--- config.mk ---
export PLATFORM = sky130hd
export DESIGN_NAME = lce_cmd_top
export DESIGN_NICKNAME = d
export VERILOG_FILES = /design/src/verilog/lce_pkg.sv /design/src/verilog/lce_init_sync.sv /design/src/verilog/lce_coherence_fsm.sv /design/src/verilog/lce_cmd_top.sv
export SDC_FILE = /design/constraint.sdc
export NUM_CORES = 1
export LEC_CHECK = 0
export BUFFER_PORTS_ARGS = -buffer_cell sky130_fd_sc_hd__clkbuf_2
export CAP_MARGIN = 20
export CORE_ASPECT_RATIO = 0.6
export CORE_UTILIZATION = 35
export CTS_BUF_LIST = sky130_fd_sc_hd__clkbuf_8
export CTS_CLUSTER_DIAMETER = 60
export DETAILED_ROUTE_END_ITERATION = 8
export HOLD_SLACK_MARGIN = 0.02
export PLACE_DENSITY = 0.74
export SYNTH_ARGS = -nofsm -noshare
export SYNTH_HDL_FRONTEND = slang
export SYNTH_SLANG_ARGS = --single-unit
--- constraint.sdc ---
create_clock -name clk_i -period 5.62 [get_ports clk_i]
set_clock_uncertainty 0.2 [all_clocks]
set_input_delay 0.281 -clock clk_i [delete_from_list [all_inputs] [get_ports clk_i]]
set_output_delay 0.281 -clock clk_i [all_outputs]
set_load 0.005 [all_outputs]
--- src/verilog/lce_pkg.sv ---
// ************************************************
// shared definitions of the lce command engine
// cache and address sizes, message and memory op enums
// packed structs for command, response and memory packets
// ************************************************

package lce_pkg;

  // cache geometry and system sizes
  localparam int LCE_SETS = 16;
  localparam int LCE_ASSOC = 4;
  localparam int NUM_CCE = 2;
  localparam int PADDR_WIDTH = 22;
  localparam int BLOCK_WIDTH = 64;
  localparam int ID_WIDTH = 2;
  localparam int BLOCK_OFFSET_WIDTH = 3;

  // derived field widths
  localparam int INDEX_WIDTH = $clog2(LCE_SETS);
  localparam int TAG_WIDTH = PADDR_WIDTH - INDEX_WIDTH - BLOCK_OFFSET_WIDTH;
  localparam int WAY_WIDTH = $clog2(LCE_ASSOC);

  // shared by the set sweep and the sync count
  localparam int CNT_WIDTH = (INDEX_WIDTH > ID_WIDTH) ? (INDEX_WIDTH + 1) : (ID_WIDTH + 1);

  // commands from the directory
  typedef enum logic [2:0] {
    e_cmd_sync,
    e_cmd_set_clear,
    e_cmd_set_tag,
    e_cmd_invalidate_tag,
    e_cmd_writeback
  } lce_cmd_type_e;

  // responses back to the directory
  typedef enum logic [1:0] {
    e_resp_sync_ack,
    e_resp_inv_ack,
    e_resp_wb,
    e_resp_null_wb
  } lce_resp_type_e;

  typedef enum logic [1:0] {
    e_coh_i,
    e_coh_s,
    e_coh_e,
    e_coh_m
  } coh_state_e;

  typedef enum logic [1:0] {
    e_tag_set_clear,
    e_tag_set_tag,
    e_tag_invalidate
  } tag_op_e;

  typedef enum logic [1:0] {
    e_stat_set_clear,
    e_stat_read,
    e_stat_clear_dirty
  } stat_op_e;

  // reset sweep, then syncs, then full coherence
  typedef enum logic [1:0] {
    e_mode_reset,
    e_mode_uncached_only,
    e_mode_ready
  } lce_mode_e;

  typedef struct packed {
    lce_cmd_type_e msg_type;
    logic [ID_WIDTH-1:0] src_id;
    logic [WAY_WIDTH-1:0] way_id;
    logic [PADDR_WIDTH-1:0] addr;
    coh_state_e state;
  } lce_cmd_s;

  typedef struct packed {
    lce_resp_type_e msg_type;
    logic [ID_WIDTH-1:0] src_id;
    logic [ID_WIDTH-1:0] dst_id;
    logic [PADDR_WIDTH-1:0] addr;
    logic [BLOCK_WIDTH-1:0] data;
  } lce_resp_s;

  typedef struct packed {
    tag_op_e opcode;
    logic [INDEX_WIDTH-1:0] index;
    logic [WAY_WIDTH-1:0] way_id;
    coh_state_e state;
    logic [TAG_WIDTH-1:0] tag;
  } tag_mem_pkt_s;

  typedef struct packed {
    stat_op_e opcode;
    logic [INDEX_WIDTH-1:0] index;
    logic [WAY_WIDTH-1:0] way_id;
  } stat_mem_pkt_s;

  // data memory is read only here
  typedef struct packed {
    logic [INDEX_WIDTH-1:0] index;
    logic [WAY_WIDTH-1:0] way_id;
  } data_mem_pkt_s;

endpackage

--- src/verilog/lce_init_sync.sv ---
// ************************************************
// initialization and sync sequencer
// clears tag and status memories set by set after reset,
// acks one sync per directory, then enters ready mode
// ************************************************

module lce_init_sync
  import lce_pkg::*;
(
  input  logic                clk_i,
  input  logic                reset_i,
  input  logic [ID_WIDTH-1:0] lce_id_i,

  input  lce_cmd_s            lce_cmd_i,
  input  logic                lce_cmd_v_i,
  output logic                lce_cmd_yumi_o,

  output lce_resp_s           lce_resp_o,
  output logic                lce_resp_v_o,
  input  logic                lce_resp_yumi_i,

  output tag_mem_pkt_s        tag_mem_pkt_o,
  output logic                tag_mem_pkt_v_o,
  input  logic                tag_mem_pkt_yumi_i,

  output stat_mem_pkt_s       stat_mem_pkt_o,
  output logic                stat_mem_pkt_v_o,
  input  logic                stat_mem_pkt_yumi_i,

  output lce_mode_e           lce_mode_o,
  output logic                lce_ready_o
);

  lce_mode_e mode_r, mode_n;
  logic [CNT_WIDTH-1:0] cnt_r, cnt_n;

  assign lce_mode_o = mode_r;
  assign lce_ready_o = (mode_r == e_mode_ready);

  always_comb begin
    mode_n = mode_r;
    cnt_n = cnt_r;

    lce_cmd_yumi_o = 1'b0;
    lce_resp_o = '0;
    lce_resp_v_o = 1'b0;
    tag_mem_pkt_o = '0;
    tag_mem_pkt_v_o = 1'b0;
    stat_mem_pkt_o = '0;
    stat_mem_pkt_v_o = 1'b0;

    case (mode_r)
      e_mode_reset: begin
        // one set per accepted pair of packets
        tag_mem_pkt_o.opcode = e_tag_set_clear;
        tag_mem_pkt_o.index = cnt_r[INDEX_WIDTH-1:0];
        tag_mem_pkt_o.state = e_coh_i;
        tag_mem_pkt_v_o = 1'b1;
        stat_mem_pkt_o.opcode = e_stat_set_clear;
        stat_mem_pkt_o.index = cnt_r[INDEX_WIDTH-1:0];
        stat_mem_pkt_v_o = 1'b1;
        if (tag_mem_pkt_yumi_i && stat_mem_pkt_yumi_i) begin
          if (cnt_r == CNT_WIDTH'(LCE_SETS - 1)) begin
            mode_n = e_mode_uncached_only;
            cnt_n = '0;
          end else begin
            cnt_n = cnt_r + 1'b1;
          end
        end
      end

      e_mode_uncached_only: begin
        if (lce_cmd_v_i && (lce_cmd_i.msg_type == e_cmd_sync)) begin
          lce_resp_o.msg_type = e_resp_sync_ack;
          lce_resp_o.src_id = lce_id_i;
          lce_resp_o.dst_id = lce_cmd_i.src_id;
          lce_resp_v_o = 1'b1;
          lce_cmd_yumi_o = lce_resp_yumi_i;
          if (lce_resp_yumi_i) begin
            // last directory synced
            if (cnt_r == CNT_WIDTH'(NUM_CCE - 1)) begin
              mode_n = e_mode_ready;
              cnt_n = '0;
            end else begin
              cnt_n = cnt_r + 1'b1;
            end
          end
        end
      end

      default: begin
      end
    endcase
  end

  always_ff @(posedge clk_i) begin
    if (reset_i) begin
      mode_r <= e_mode_reset;
      cnt_r <= '0;
    end else begin
      mode_r <= mode_n;
      cnt_r <= cnt_n;
    end
  end

endmodule

--- src/verilog/lce_coherence_fsm.sv ---
// ************************************************
// coherence command engine
// set_clear, set_tag, invalidate_tag and writeback handling
// sequences tag, status and data memory packets and responses
// ************************************************

module lce_coherence_fsm
  import lce_pkg::*;
(
  input  logic                   clk_i,
  input  logic                   reset_i,
  input  logic [ID_WIDTH-1:0]    lce_id_i,
  input  lce_mode_e              lce_mode_i,

  input  lce_cmd_s               lce_cmd_i,
  input  logic                   lce_cmd_v_i,
  output logic                   lce_cmd_yumi_o,

  output lce_resp_s              lce_resp_o,
  output logic                   lce_resp_v_o,
  input  logic                   lce_resp_yumi_i,

  output tag_mem_pkt_s           tag_mem_pkt_o,
  output logic                   tag_mem_pkt_v_o,
  input  logic                   tag_mem_pkt_yumi_i,

  output stat_mem_pkt_s          stat_mem_pkt_o,
  output logic                   stat_mem_pkt_v_o,
  input  logic                   stat_mem_pkt_yumi_i,
  input  logic [LCE_ASSOC-1:0]   dirty_i,

  output data_mem_pkt_s          data_mem_pkt_o,
  output logic                   data_mem_pkt_v_o,
  input  logic                   data_mem_pkt_yumi_i,
  input  logic [BLOCK_WIDTH-1:0] data_mem_data_i
);

  typedef enum logic [1:0] {
    e_st_idle,
    e_st_wb_check,
    e_st_wb_dirty,
    e_st_wb_clean
  } coh_fsm_state_e;

  coh_fsm_state_e state_r, state_n;

  // progress of a multi step command
  logic inv_done_r, inv_done_n;
  logic rd_done_r, rd_done_n;
  logic clr_done_r, clr_done_n;

  // block read for a dirty writeback
  logic buf_full_r, buf_full_n;
  logic [BLOCK_WIDTH-1:0] data_buf_r, data_buf_n;

  logic [INDEX_WIDTH-1:0] cmd_index;
  logic [TAG_WIDTH-1:0] cmd_tag;
  logic cmd_active;
  logic ready_mode;

  assign cmd_index = lce_cmd_i.addr[BLOCK_OFFSET_WIDTH +: INDEX_WIDTH];
  assign cmd_tag = lce_cmd_i.addr[BLOCK_OFFSET_WIDTH + INDEX_WIDTH +: TAG_WIDTH];
  assign ready_mode = (lce_mode_i == e_mode_ready);
  // reset mode belongs to the sequencer
  assign cmd_active = lce_cmd_v_i & (lce_mode_i != e_mode_reset);

  // response addressed back to the directory that sent the command
  function automatic lce_resp_s build_resp(input lce_resp_type_e msg_type,
                                           input logic [BLOCK_WIDTH-1:0] data,
                                           input logic [ID_WIDTH-1:0] own_id,
                                           input lce_cmd_s cmd);
    lce_resp_s resp;
    resp.msg_type = msg_type;
    resp.src_id = own_id;
    resp.dst_id = cmd.src_id;
    resp.addr = cmd.addr;
    resp.data = data;
    return resp;
  endfunction

  always_comb begin
    state_n = state_r;
    inv_done_n = inv_done_r;
    rd_done_n = rd_done_r;
    clr_done_n = clr_done_r;
    buf_full_n = buf_full_r;
    data_buf_n = data_buf_r;

    lce_cmd_yumi_o = 1'b0;
    lce_resp_o = '0;
    lce_resp_v_o = 1'b0;
    tag_mem_pkt_o = '0;
    tag_mem_pkt_v_o = 1'b0;
    stat_mem_pkt_o = '0;
    stat_mem_pkt_v_o = 1'b0;
    data_mem_pkt_o = '0;
    data_mem_pkt_v_o = 1'b0;

    case (state_r)
      e_st_idle: begin
        if (cmd_active) begin
          case (lce_cmd_i.msg_type)
            e_cmd_set_clear: begin
              tag_mem_pkt_o.opcode = e_tag_set_clear;
              tag_mem_pkt_o.index = cmd_index;
              tag_mem_pkt_o.state = e_coh_i;
              tag_mem_pkt_v_o = 1'b1;
              stat_mem_pkt_o.opcode = e_stat_set_clear;
              stat_mem_pkt_o.index = cmd_index;
              stat_mem_pkt_v_o = 1'b1;
              lce_cmd_yumi_o = tag_mem_pkt_yumi_i & stat_mem_pkt_yumi_i;
            end

            e_cmd_set_tag: begin
              if (ready_mode) begin
                tag_mem_pkt_o.opcode = e_tag_set_tag;
                tag_mem_pkt_o.index = cmd_index;
                tag_mem_pkt_o.way_id = lce_cmd_i.way_id;
                tag_mem_pkt_o.state = lce_cmd_i.state;
                tag_mem_pkt_o.tag = cmd_tag;
                tag_mem_pkt_v_o = 1'b1;
                lce_cmd_yumi_o = tag_mem_pkt_yumi_i;
              end
            end

            e_cmd_invalidate_tag: begin
              if (ready_mode) begin
                // tag first, ack offered from the tag yumi on
                if (!inv_done_r) begin
                  tag_mem_pkt_o.opcode = e_tag_invalidate;
                  tag_mem_pkt_o.index = cmd_index;
                  tag_mem_pkt_o.way_id = lce_cmd_i.way_id;
                  tag_mem_pkt_v_o = 1'b1;
                end
                lce_resp_v_o = inv_done_r | tag_mem_pkt_yumi_i;
                if (lce_resp_v_o) begin
                  lce_resp_o = build_resp(e_resp_inv_ack, '0, lce_id_i, lce_cmd_i);
                end
                lce_cmd_yumi_o = lce_resp_yumi_i;
                inv_done_n = ~lce_resp_yumi_i & (inv_done_r | tag_mem_pkt_yumi_i);
              end
            end

            e_cmd_writeback: begin
              if (ready_mode) begin
                stat_mem_pkt_o.opcode = e_stat_read;
                stat_mem_pkt_o.index = cmd_index;
                stat_mem_pkt_o.way_id = lce_cmd_i.way_id;
                stat_mem_pkt_v_o = 1'b1;
                if (stat_mem_pkt_yumi_i) begin
                  state_n = e_st_wb_check;
                end
              end
            end

            default: begin
            end
          endcase
        end
      end

      // dirty bits arrive one cycle after the status read
      e_st_wb_check: begin
        state_n = dirty_i[lce_cmd_i.way_id] ? e_st_wb_dirty : e_st_wb_clean;
      end

      e_st_wb_dirty: begin
        if (!rd_done_r) begin
          data_mem_pkt_o.index = cmd_index;
          data_mem_pkt_o.way_id = lce_cmd_i.way_id;
          data_mem_pkt_v_o = 1'b1;
        end
        rd_done_n = rd_done_r | data_mem_pkt_yumi_i;

        // read data is only valid in the cycle after the yumi
        if (rd_done_r && !buf_full_r) begin
          data_buf_n = data_mem_data_i;
          buf_full_n = 1'b1;
        end

        if (rd_done_r && !clr_done_r) begin
          stat_mem_pkt_o.opcode = e_stat_clear_dirty;
          stat_mem_pkt_o.index = cmd_index;
          stat_mem_pkt_o.way_id = lce_cmd_i.way_id;
          stat_mem_pkt_v_o = 1'b1;
        end
        clr_done_n = clr_done_r | stat_mem_pkt_yumi_i;

        lce_resp_v_o = buf_full_r & clr_done_r;
        if (lce_resp_v_o) begin
          lce_resp_o = build_resp(e_resp_wb, data_buf_r, lce_id_i, lce_cmd_i);
        end
        lce_cmd_yumi_o = lce_resp_yumi_i;
        if (lce_resp_yumi_i) begin
          rd_done_n = 1'b0;
          clr_done_n = 1'b0;
          buf_full_n = 1'b0;
          state_n = e_st_idle;
        end
      end

      e_st_wb_clean: begin
        lce_resp_v_o = 1'b1;
        lce_resp_o = build_resp(e_resp_null_wb, '0, lce_id_i, lce_cmd_i);
        lce_cmd_yumi_o = lce_resp_yumi_i;
        if (lce_resp_yumi_i) begin
          state_n = e_st_idle;
        end
      end

      default: begin
        state_n = e_st_idle;
      end
    endcase
  end

  always_ff @(posedge clk_i) begin
    if (reset_i) begin
      state_r <= e_st_idle;
      inv_done_r <= 1'b0;
      rd_done_r <= 1'b0;
      clr_done_r <= 1'b0;
      buf_full_r <= 1'b0;
    end else begin
      state_r <= state_n;
      inv_done_r <= inv_done_n;
      rd_done_r <= rd_done_n;
      clr_done_r <= clr_done_n;
      buf_full_r <= buf_full_n;
    end
  end

  always_ff @(posedge clk_i) begin
    data_buf_r <= data_buf_n;
  end

endmodule

--- src/verilog/lce_cmd_top.sv ---
// ************************************************
// lce command side top level
// sequencer and coherence engine run side by side,
// their idle-zero outputs are merged onto shared ports
// ************************************************

module lce_cmd_top
  import lce_pkg::*;
(
  input  logic                   clk_i,
  input  logic                   reset_i,
  input  logic [ID_WIDTH-1:0]    lce_id_i,
  output logic                   lce_ready_o,

  input  lce_cmd_s               lce_cmd_i,
  input  logic                   lce_cmd_v_i,
  output logic                   lce_cmd_yumi_o,

  output lce_resp_s              lce_resp_o,
  output logic                   lce_resp_v_o,
  input  logic                   lce_resp_yumi_i,

  output tag_mem_pkt_s           tag_mem_pkt_o,
  output logic                   tag_mem_pkt_v_o,
  input  logic                   tag_mem_pkt_yumi_i,

  output stat_mem_pkt_s          stat_mem_pkt_o,
  output logic                   stat_mem_pkt_v_o,
  input  logic                   stat_mem_pkt_yumi_i,
  input  logic [LCE_ASSOC-1:0]   dirty_i,

  output data_mem_pkt_s          data_mem_pkt_o,
  output logic                   data_mem_pkt_v_o,
  input  logic                   data_mem_pkt_yumi_i,
  input  logic [BLOCK_WIDTH-1:0] data_mem_data_i
);

  lce_mode_e lce_mode;

  // sequencer side
  logic init_cmd_yumi;
  lce_resp_s init_resp;
  logic init_resp_v;
  tag_mem_pkt_s init_tag_pkt;
  logic init_tag_v;
  stat_mem_pkt_s init_stat_pkt;
  logic init_stat_v;

  // coherence engine side
  logic coh_cmd_yumi;
  lce_resp_s coh_resp;
  logic coh_resp_v;
  tag_mem_pkt_s coh_tag_pkt;
  logic coh_tag_v;
  stat_mem_pkt_s coh_stat_pkt;
  logic coh_stat_v;

  lce_init_sync i_init_sync (
    .clk_i               (clk_i),
    .reset_i             (reset_i),
    .lce_id_i            (lce_id_i),
    .lce_cmd_i           (lce_cmd_i),
    .lce_cmd_v_i         (lce_cmd_v_i),
    .lce_cmd_yumi_o      (init_cmd_yumi),
    .lce_resp_o          (init_resp),
    .lce_resp_v_o        (init_resp_v),
    .lce_resp_yumi_i     (lce_resp_yumi_i),
    .tag_mem_pkt_o       (init_tag_pkt),
    .tag_mem_pkt_v_o     (init_tag_v),
    .tag_mem_pkt_yumi_i  (tag_mem_pkt_yumi_i),
    .stat_mem_pkt_o      (init_stat_pkt),
    .stat_mem_pkt_v_o    (init_stat_v),
    .stat_mem_pkt_yumi_i (stat_mem_pkt_yumi_i),
    .lce_mode_o          (lce_mode),
    .lce_ready_o         (lce_ready_o)
  );

  lce_coherence_fsm i_coh_fsm (
    .clk_i               (clk_i),
    .reset_i             (reset_i),
    .lce_id_i            (lce_id_i),
    .lce_mode_i          (lce_mode),
    .lce_cmd_i           (lce_cmd_i),
    .lce_cmd_v_i         (lce_cmd_v_i),
    .lce_cmd_yumi_o      (coh_cmd_yumi),
    .lce_resp_o          (coh_resp),
    .lce_resp_v_o        (coh_resp_v),
    .lce_resp_yumi_i     (lce_resp_yumi_i),
    .tag_mem_pkt_o       (coh_tag_pkt),
    .tag_mem_pkt_v_o     (coh_tag_v),
    .tag_mem_pkt_yumi_i  (tag_mem_pkt_yumi_i),
    .stat_mem_pkt_o      (coh_stat_pkt),
    .stat_mem_pkt_v_o    (coh_stat_v),
    .stat_mem_pkt_yumi_i (stat_mem_pkt_yumi_i),
    .dirty_i             (dirty_i),
    .data_mem_pkt_o      (data_mem_pkt_o),
    .data_mem_pkt_v_o    (data_mem_pkt_v_o),
    .data_mem_pkt_yumi_i (data_mem_pkt_yumi_i),
    .data_mem_data_i     (data_mem_data_i)
  );

  // never both active on one channel, so OR is a safe merge
  assign lce_cmd_yumi_o = init_cmd_yumi | coh_cmd_yumi;
  assign lce_resp_o = init_resp | coh_resp;
  assign lce_resp_v_o = init_resp_v | coh_resp_v;
  assign tag_mem_pkt_o = init_tag_pkt | coh_tag_pkt;
  assign tag_mem_pkt_v_o = init_tag_v | coh_tag_v;
  assign stat_mem_pkt_o = init_stat_pkt | coh_stat_pkt;
  assign stat_mem_pkt_v_o = init_stat_v | coh_stat_v;

endmodule

Word level (Yosys, flattened, before mapping)
Cells that the tools add are included.
{"block": "word_totals", "reg_bits": 77, "in_bits": 108, "output_inout_bits": 137, "word_cells": 142}
{"block": "classes", "add_sub_neg": 1, "magnitude_cmp": 1, "eq_ne": 21, "muxes": 77, "bitwise_logic": 15, "reduce_logical": 19}
{"operator": "$mux 92", "n": 3}
{"operator": "$pmux 92 s3", "n": 1}
{"operator": "$mux 91", "n": 2}
{"operator": "$or 92x92->92", "n": 1}
{"operator": "$mux 25", "n": 2}
{"operator": "$mux 8", "n": 4}
{"operator": "$mux 1", "n": 26}
{"operator": "$mux 5", "n": 5}
{"operator": "$or 25x25->25", "n": 1}
{"operator": "$mux 2", "n": 12}
{"operator": "$mux 24", "n": 1}
{"operator": "$pmux 5 s2", "n": 2}
{"operator": "$mux 6", "n": 3}
{"operator": "$pmux 6 s3", "n": 1}
{"operator": "$pmux 8 s2", "n": 1}
{"operator": "$mux 15", "n": 1}
{"operator": "$ne 2x1->1 const B", "n": 6}
{"operator": "$pmux 1 s3", "n": 3}
{"operator": "$mux 4", "n": 2}
{"operator": "$ne 2x2->1 const B", "n": 4}
{"operator": "$or 8x8->8", "n": 1}
{"operator": "$pmux 2 s2", "n": 2}
{"operator": "$reduce_and 4->1", "n": 2}
{"operator": "$mux 7", "n": 1}
{"operator": "other kinds (24)", "n": 47}

Logic depth before layout (Yosys ltp)
{"block": "logic_depth", "word_depth": 7, "depth_mapped": 7, "depth_no_buf": 7}

By module
A second synthesis with hierarchy kept.
{"block": "unflattened", "hier_cells": 572, "area_unflattened_um2": 5509.0}
{"mod": "lce_coherence_fsm", "instances": 1, "cells_per_inst": 266, "area_per_inst_um2": 3303.2, "seq_area_each_um2": 2042.0}
{"mod": "lce_init_sync", "instances": 1, "cells_per_inst": 177, "area_per_inst_um2": 1398.8, "seq_area_each_um2": 140.1}
{"mod": "lce_cmd_top", "instances": 1, "cells_per_inst": 129, "area_per_inst_um2": 807.0, "seq_area_each_um2": 0.0}

Worst setup path before layout
OpenSTA, ideal clock, no wires.
{"block": "synth_timing", "path_type": "flip-flop to flip-flop", "startpoint": "register i_coh_fsm.state_r[1]", "endpoint": "register i_coh_fsm.data_buf_r[0] (enable)", "setup_ns": 0.486, "t_arrival_ns": 3.540, "required_ns": 4.934, "setup_slack_ns": 1.394, "stages_incl_launch_ff": 4, "path_buffers": 0, "period_less_slack_ns": 4.226, "path_cell_list": "dfxtp_1 nor2b_1 nand2_1 nor2_1"}
{"block": "synth_via", "elab_chain_len": 2}
{"item": "from (decl)", "line_no": "lce_coherence_fsm.sv:45", "source": "coh_fsm_state_e state_r, state_n;"}
{"item": "from (signal assigned)", "line_no": "lce_coherence_fsm.sv:219", "source": "state_r <= e_st_idle;"}
{"item": "from (signal assigned)", "line_no": "lce_coherence_fsm.sv:225", "source": "state_r <= state_n;"}
{"item": "$eq 2x2->1", "line_no": "lce_coherence_fsm.sv:99", "source": "case (state_r)"}
{"item": "$reduce_and 2->1 (no line)"}
{"item": "to (signal assigned)", "line_no": "lce_coherence_fsm.sv:234", "source": "data_buf_r <= data_buf_n;"}
{"item": "to (decl)", "line_no": "lce_coherence_fsm.sv:54", "source": "logic [BLOCK_WIDTH-1:0] data_buf_r, data_buf_n;"}
Every way passes these cells.
A chain may end at the register's enable or synchronous reset.

Final worst setup path
{"block": "layout_timing", "startpoint": "register i_coh_fsm.state_r[1]", "endpoint": "register i_coh_fsm.data_buf_r[1] (enable)"}
The elaborated chain is that of the path after synthesis.

==> impl_metrics.tcl <==
set metrics [dict create \
    rows 29 \
    ys.flop_type "edfxtp_1" \
    io_pins 245 \
    fin_tns_setup_ns 0 \
    ys_types 51 \
    grt_first_pass_wirelength_um 16000 \
    finalNetCount 735 \
    final_cell_mix "244 x clkbuf_2, 66 x and3_1, 66 x dlygate4sd3_1, 64 x edfxtp_1, 46 x and2_1" \
    post_layout_nonfiller_instances 766 \
    diodes 0 \
    tightest_slew_ns 0.897 \
    hold_path_class "in2reg" \
    clk_latency_ns 0.34 \
    maxSlewHeadroom_pct 40.2 \
    post_cts_buffers 0 \
    required_ns 5.43 \
    avgViaCountPerCell 4.74 \
    gp_congestion 0.872 \
    io_buffers 244 \
    synth_edf_count 64 \
    status "finished clean" \
    crit_top_cell "buf_4" \
    min_period_over_period_pct 53.3 \
    crit_chain "nor2b_4 -> buf_4 -> nand2_1 -> nor2_4 -> buf_16 -> buf_4" \
    swShare_pct 20.2 \
    syn_inst 324 \
    cap_violations 0 \
    critPathMaxFanout 70 \
    p_leak_nw 2.97 \
    chipHeight_um 82.7 \
    rsz0062_at_grt "no" \
    routed_wl_um 11100 \
    ys_seq_area_share_pct 57.4 \
    vias 3634 \
    slew_viol_final 0 \
    hold_viol_final 0 \
    grt_overflow 0 \
    gr-usage-all-layers_pct 18.8 \
    path_class "reg2reg" \
    drive_above_1_share_pct 44.3 \
    synth_nets 436 \
    synth.ff_latch_count 77 \
    fmaxAchievable_mhz 334 \
    drtAntennaViolNets 0 \
    antenna_found_initial 0 \
    post-dp-hpwl_um 7970 \
    crit_buf_inv 3 \
    cp_top_family "buffers and inverters" \
    ys_warn_count 0 \
    cts_root_buffer "clkbuf_8" \
    die_area_mm2 0.0113 \
    async_flop_share_pct 0 \
    syn_area_per_cell_um2 11.7 \
    fp.coreArea_mm2 0.0106 \
    drtIter0Drc 218 \
    cts_sinks 77 \
    firstDrtPassIters 4 \
    placed_cells 684 \
    r2r_setup_slack_ns 2.63 \
    mostFrequentLayoutCell "clkbuf_2" \
    clockPowerShare_pct 38.0 \
    fin_crit_ns 2.99 \
    final_util_pct 56.8 \
    critical_path_arrival_ns 2.81 \
    setup_viol 0 \
    seqPwrFrac_pct 53.0 \
    critPathMaxStageDelay_ns 0.55 \
    drc 0 \
    syn2layout_area_growth_pct 58.0 \
    max-vdd-ir-drop_mv 0.141 \
    intPower_w 0.000934 \
    critPathSlowestCell "nor2_4" \
    numCtsBuffers 9 \
    pwr-share-comb_pct 8.9 \
    post_drt_wl_per_cell_um 14.5 \
    start_util_pct 36.0 \
    syn_area_mm2 0.00380 \
    powerDensity_mw_per_mm2 195 \
    grt_start_max_net_pins 71 \
    clk_path_buf_depth 2 \
    critPathCaptureType "register" \
    die_w_um 136 \
    cts_tree "yes" \
    worstSetupStartpointType "register" \
    switching_power_w 0.000237 \
    htree_num_levels 3 \
    grt_pass1_vias 3293 \
    path_clk_slew_ns 0.07 \
]
layer usage:
| metal | routed length (µm) | global-route usage (%) |
|---|---|---|
| met5 | 0 | 0 |
| met4 | 130 | 4.44 |
| met3 | 638 | 5.07 |
| met2 | 5430 | 32.0 |
| met1 | 4940 | 24.1 |
worst min-delay path, delay by kind of cell:
family                 cells  cell delay, ns
and+or+nand+nor            1            0.08
buffers and inverters      1            0.13
AOI/OAI and AO/OA          1            0.07
cells in the mapped netlist (2+ instances only):
cell | count | area share, %
buf_4 | 6 | 1.2
nand2_1 | 8 | 0.79
nor3b_1 | 2 | 0.40
a21oi_1 | 7 | 0.92
nor2b_1 | 7 | 1.2
o21a_1 | 3 | 0.59
ha_1 | 4 | 1.3
a32o_1 | 2 | 0.53
a21boi_0 | 4 | 0.79
a22o_1 | 8 | 1.8
a31oi_1 | 5 | 0.82
clkbuf_1 | 17 | 1.7
o21ai_0 | 2 | 0.26
a31o_2 | 2 | 0.46
inv_1 | 4 | 0.40
and2_1 | 47 | 7.7
nand2b_1 | 4 | 0.66
nand3_1 | 3 | 0.40
dfxtp_1 | 13 | 6.9
nor2_1 | 15 | 1.5
edfxtp_1 | 64 | 51
or2_2 | 3 | 0.49
and3_1 | 66 | 11
path summary, 6_finish.rpt:
path                            depth (start not counted)            startpoint                       to
worst max register to register                          6  i_coh_fsm.state_r[1]  i_coh_fsm.data_buf_r[1]
worst max-delay path                                    6  i_coh_fsm.state_r[1]  i_coh_fsm.data_buf_r[1]
worst min-delay path                                    3   stat_mem_pkt_yumi_i     i_coh_fsm.clr_done_r
worst min register to register                          2  i_coh_fsm.clr_done_r     i_coh_fsm.clr_done_r
cell families (layout without fill, tap and decap cells):
logic type / Yosys count / after routing / synth area share [%]
buf+inv: 29 / 332 / 3.69
mux: 1 / 1 / 0.593
simple gates: 164 / 164 / 26.8
flops: 77 / 77 / 57.4
compound gates: 47 / 47 / 9.65
xor+xnor: 2 / 2 / 0.461
fa+ha+maj: 4 / 4 / 1.32
what timing repair did:
| item | in CTS | in global routing |
|---|---|---|
| gates resized for setup | 0 | 0 |
| hold endpoints to repair | 66 | 0 |
| hold buffers | 66 | 0 |
| setup endpoints to repair | 0 | 0 |
power by group through the flow:
| stage | clock network (W) | registers (W) | logic, W |
|---|---|---|---|
| 2_1_floorplan | 0 | 0.000633 | 0.0000200 |
| 3_3_place_gp | 0 | 0.000634 | 0.0000658 |
| 3_5_place_dp | 0 | 0.000634 | 0.0000679 |
| 4_1_cts | 0.000459 | 0.000621 | 0.000105 |
| 5_1_grt | 0.000484 | 0.000621 | 0.000115 |
| 6_report | 0.000445 | 0.000621 | 0.000105 |
sequential cells by signal, indices dropped and copies added, names as in the netlist:
name / count
i_coh_fsm.buf_full_r: 1
i_coh_fsm.clr_done_r: 1
i_coh_fsm.data_buf_r: 64
i_coh_fsm.inv_done_r: 1
i_coh_fsm.rd_done_r: 1
i_coh_fsm.state_r: 2
i_init_sync.cnt_r: 5
i_init_sync.lce_mode_o: 2
area by class of cell:
class / count / area [µm²]
Fill cell: 903 / 4560
Sequential cell: 77 / 2180
Timing Repair Buffer: 313 / 1920
Multi-Input combinational cell: 218 / 1490
Tap cell: 139 / 174
Clock buffer: 9 / 124
Clock inverter: 6 / 88.8
Inverter: 4 / 15.0
stage by stage:
stage          area (µm²)  power [W]  worst slack (ns)  hold WS, ns
2_1_floorplan        3800   0.000653              1.39        0.180
4_1_cts              5970    0.00118              2.34       0.0333
6_report             6000    0.00117              2.63       0.0588
5_1_grt              6000    0.00122              2.41       0.0608
3_5_place_dp         5100   0.000702              2.33        0.260
3_3_place_gp         5100   0.000700              2.47        0.258
No activity file was read; power rests on OpenSTA's default activity.
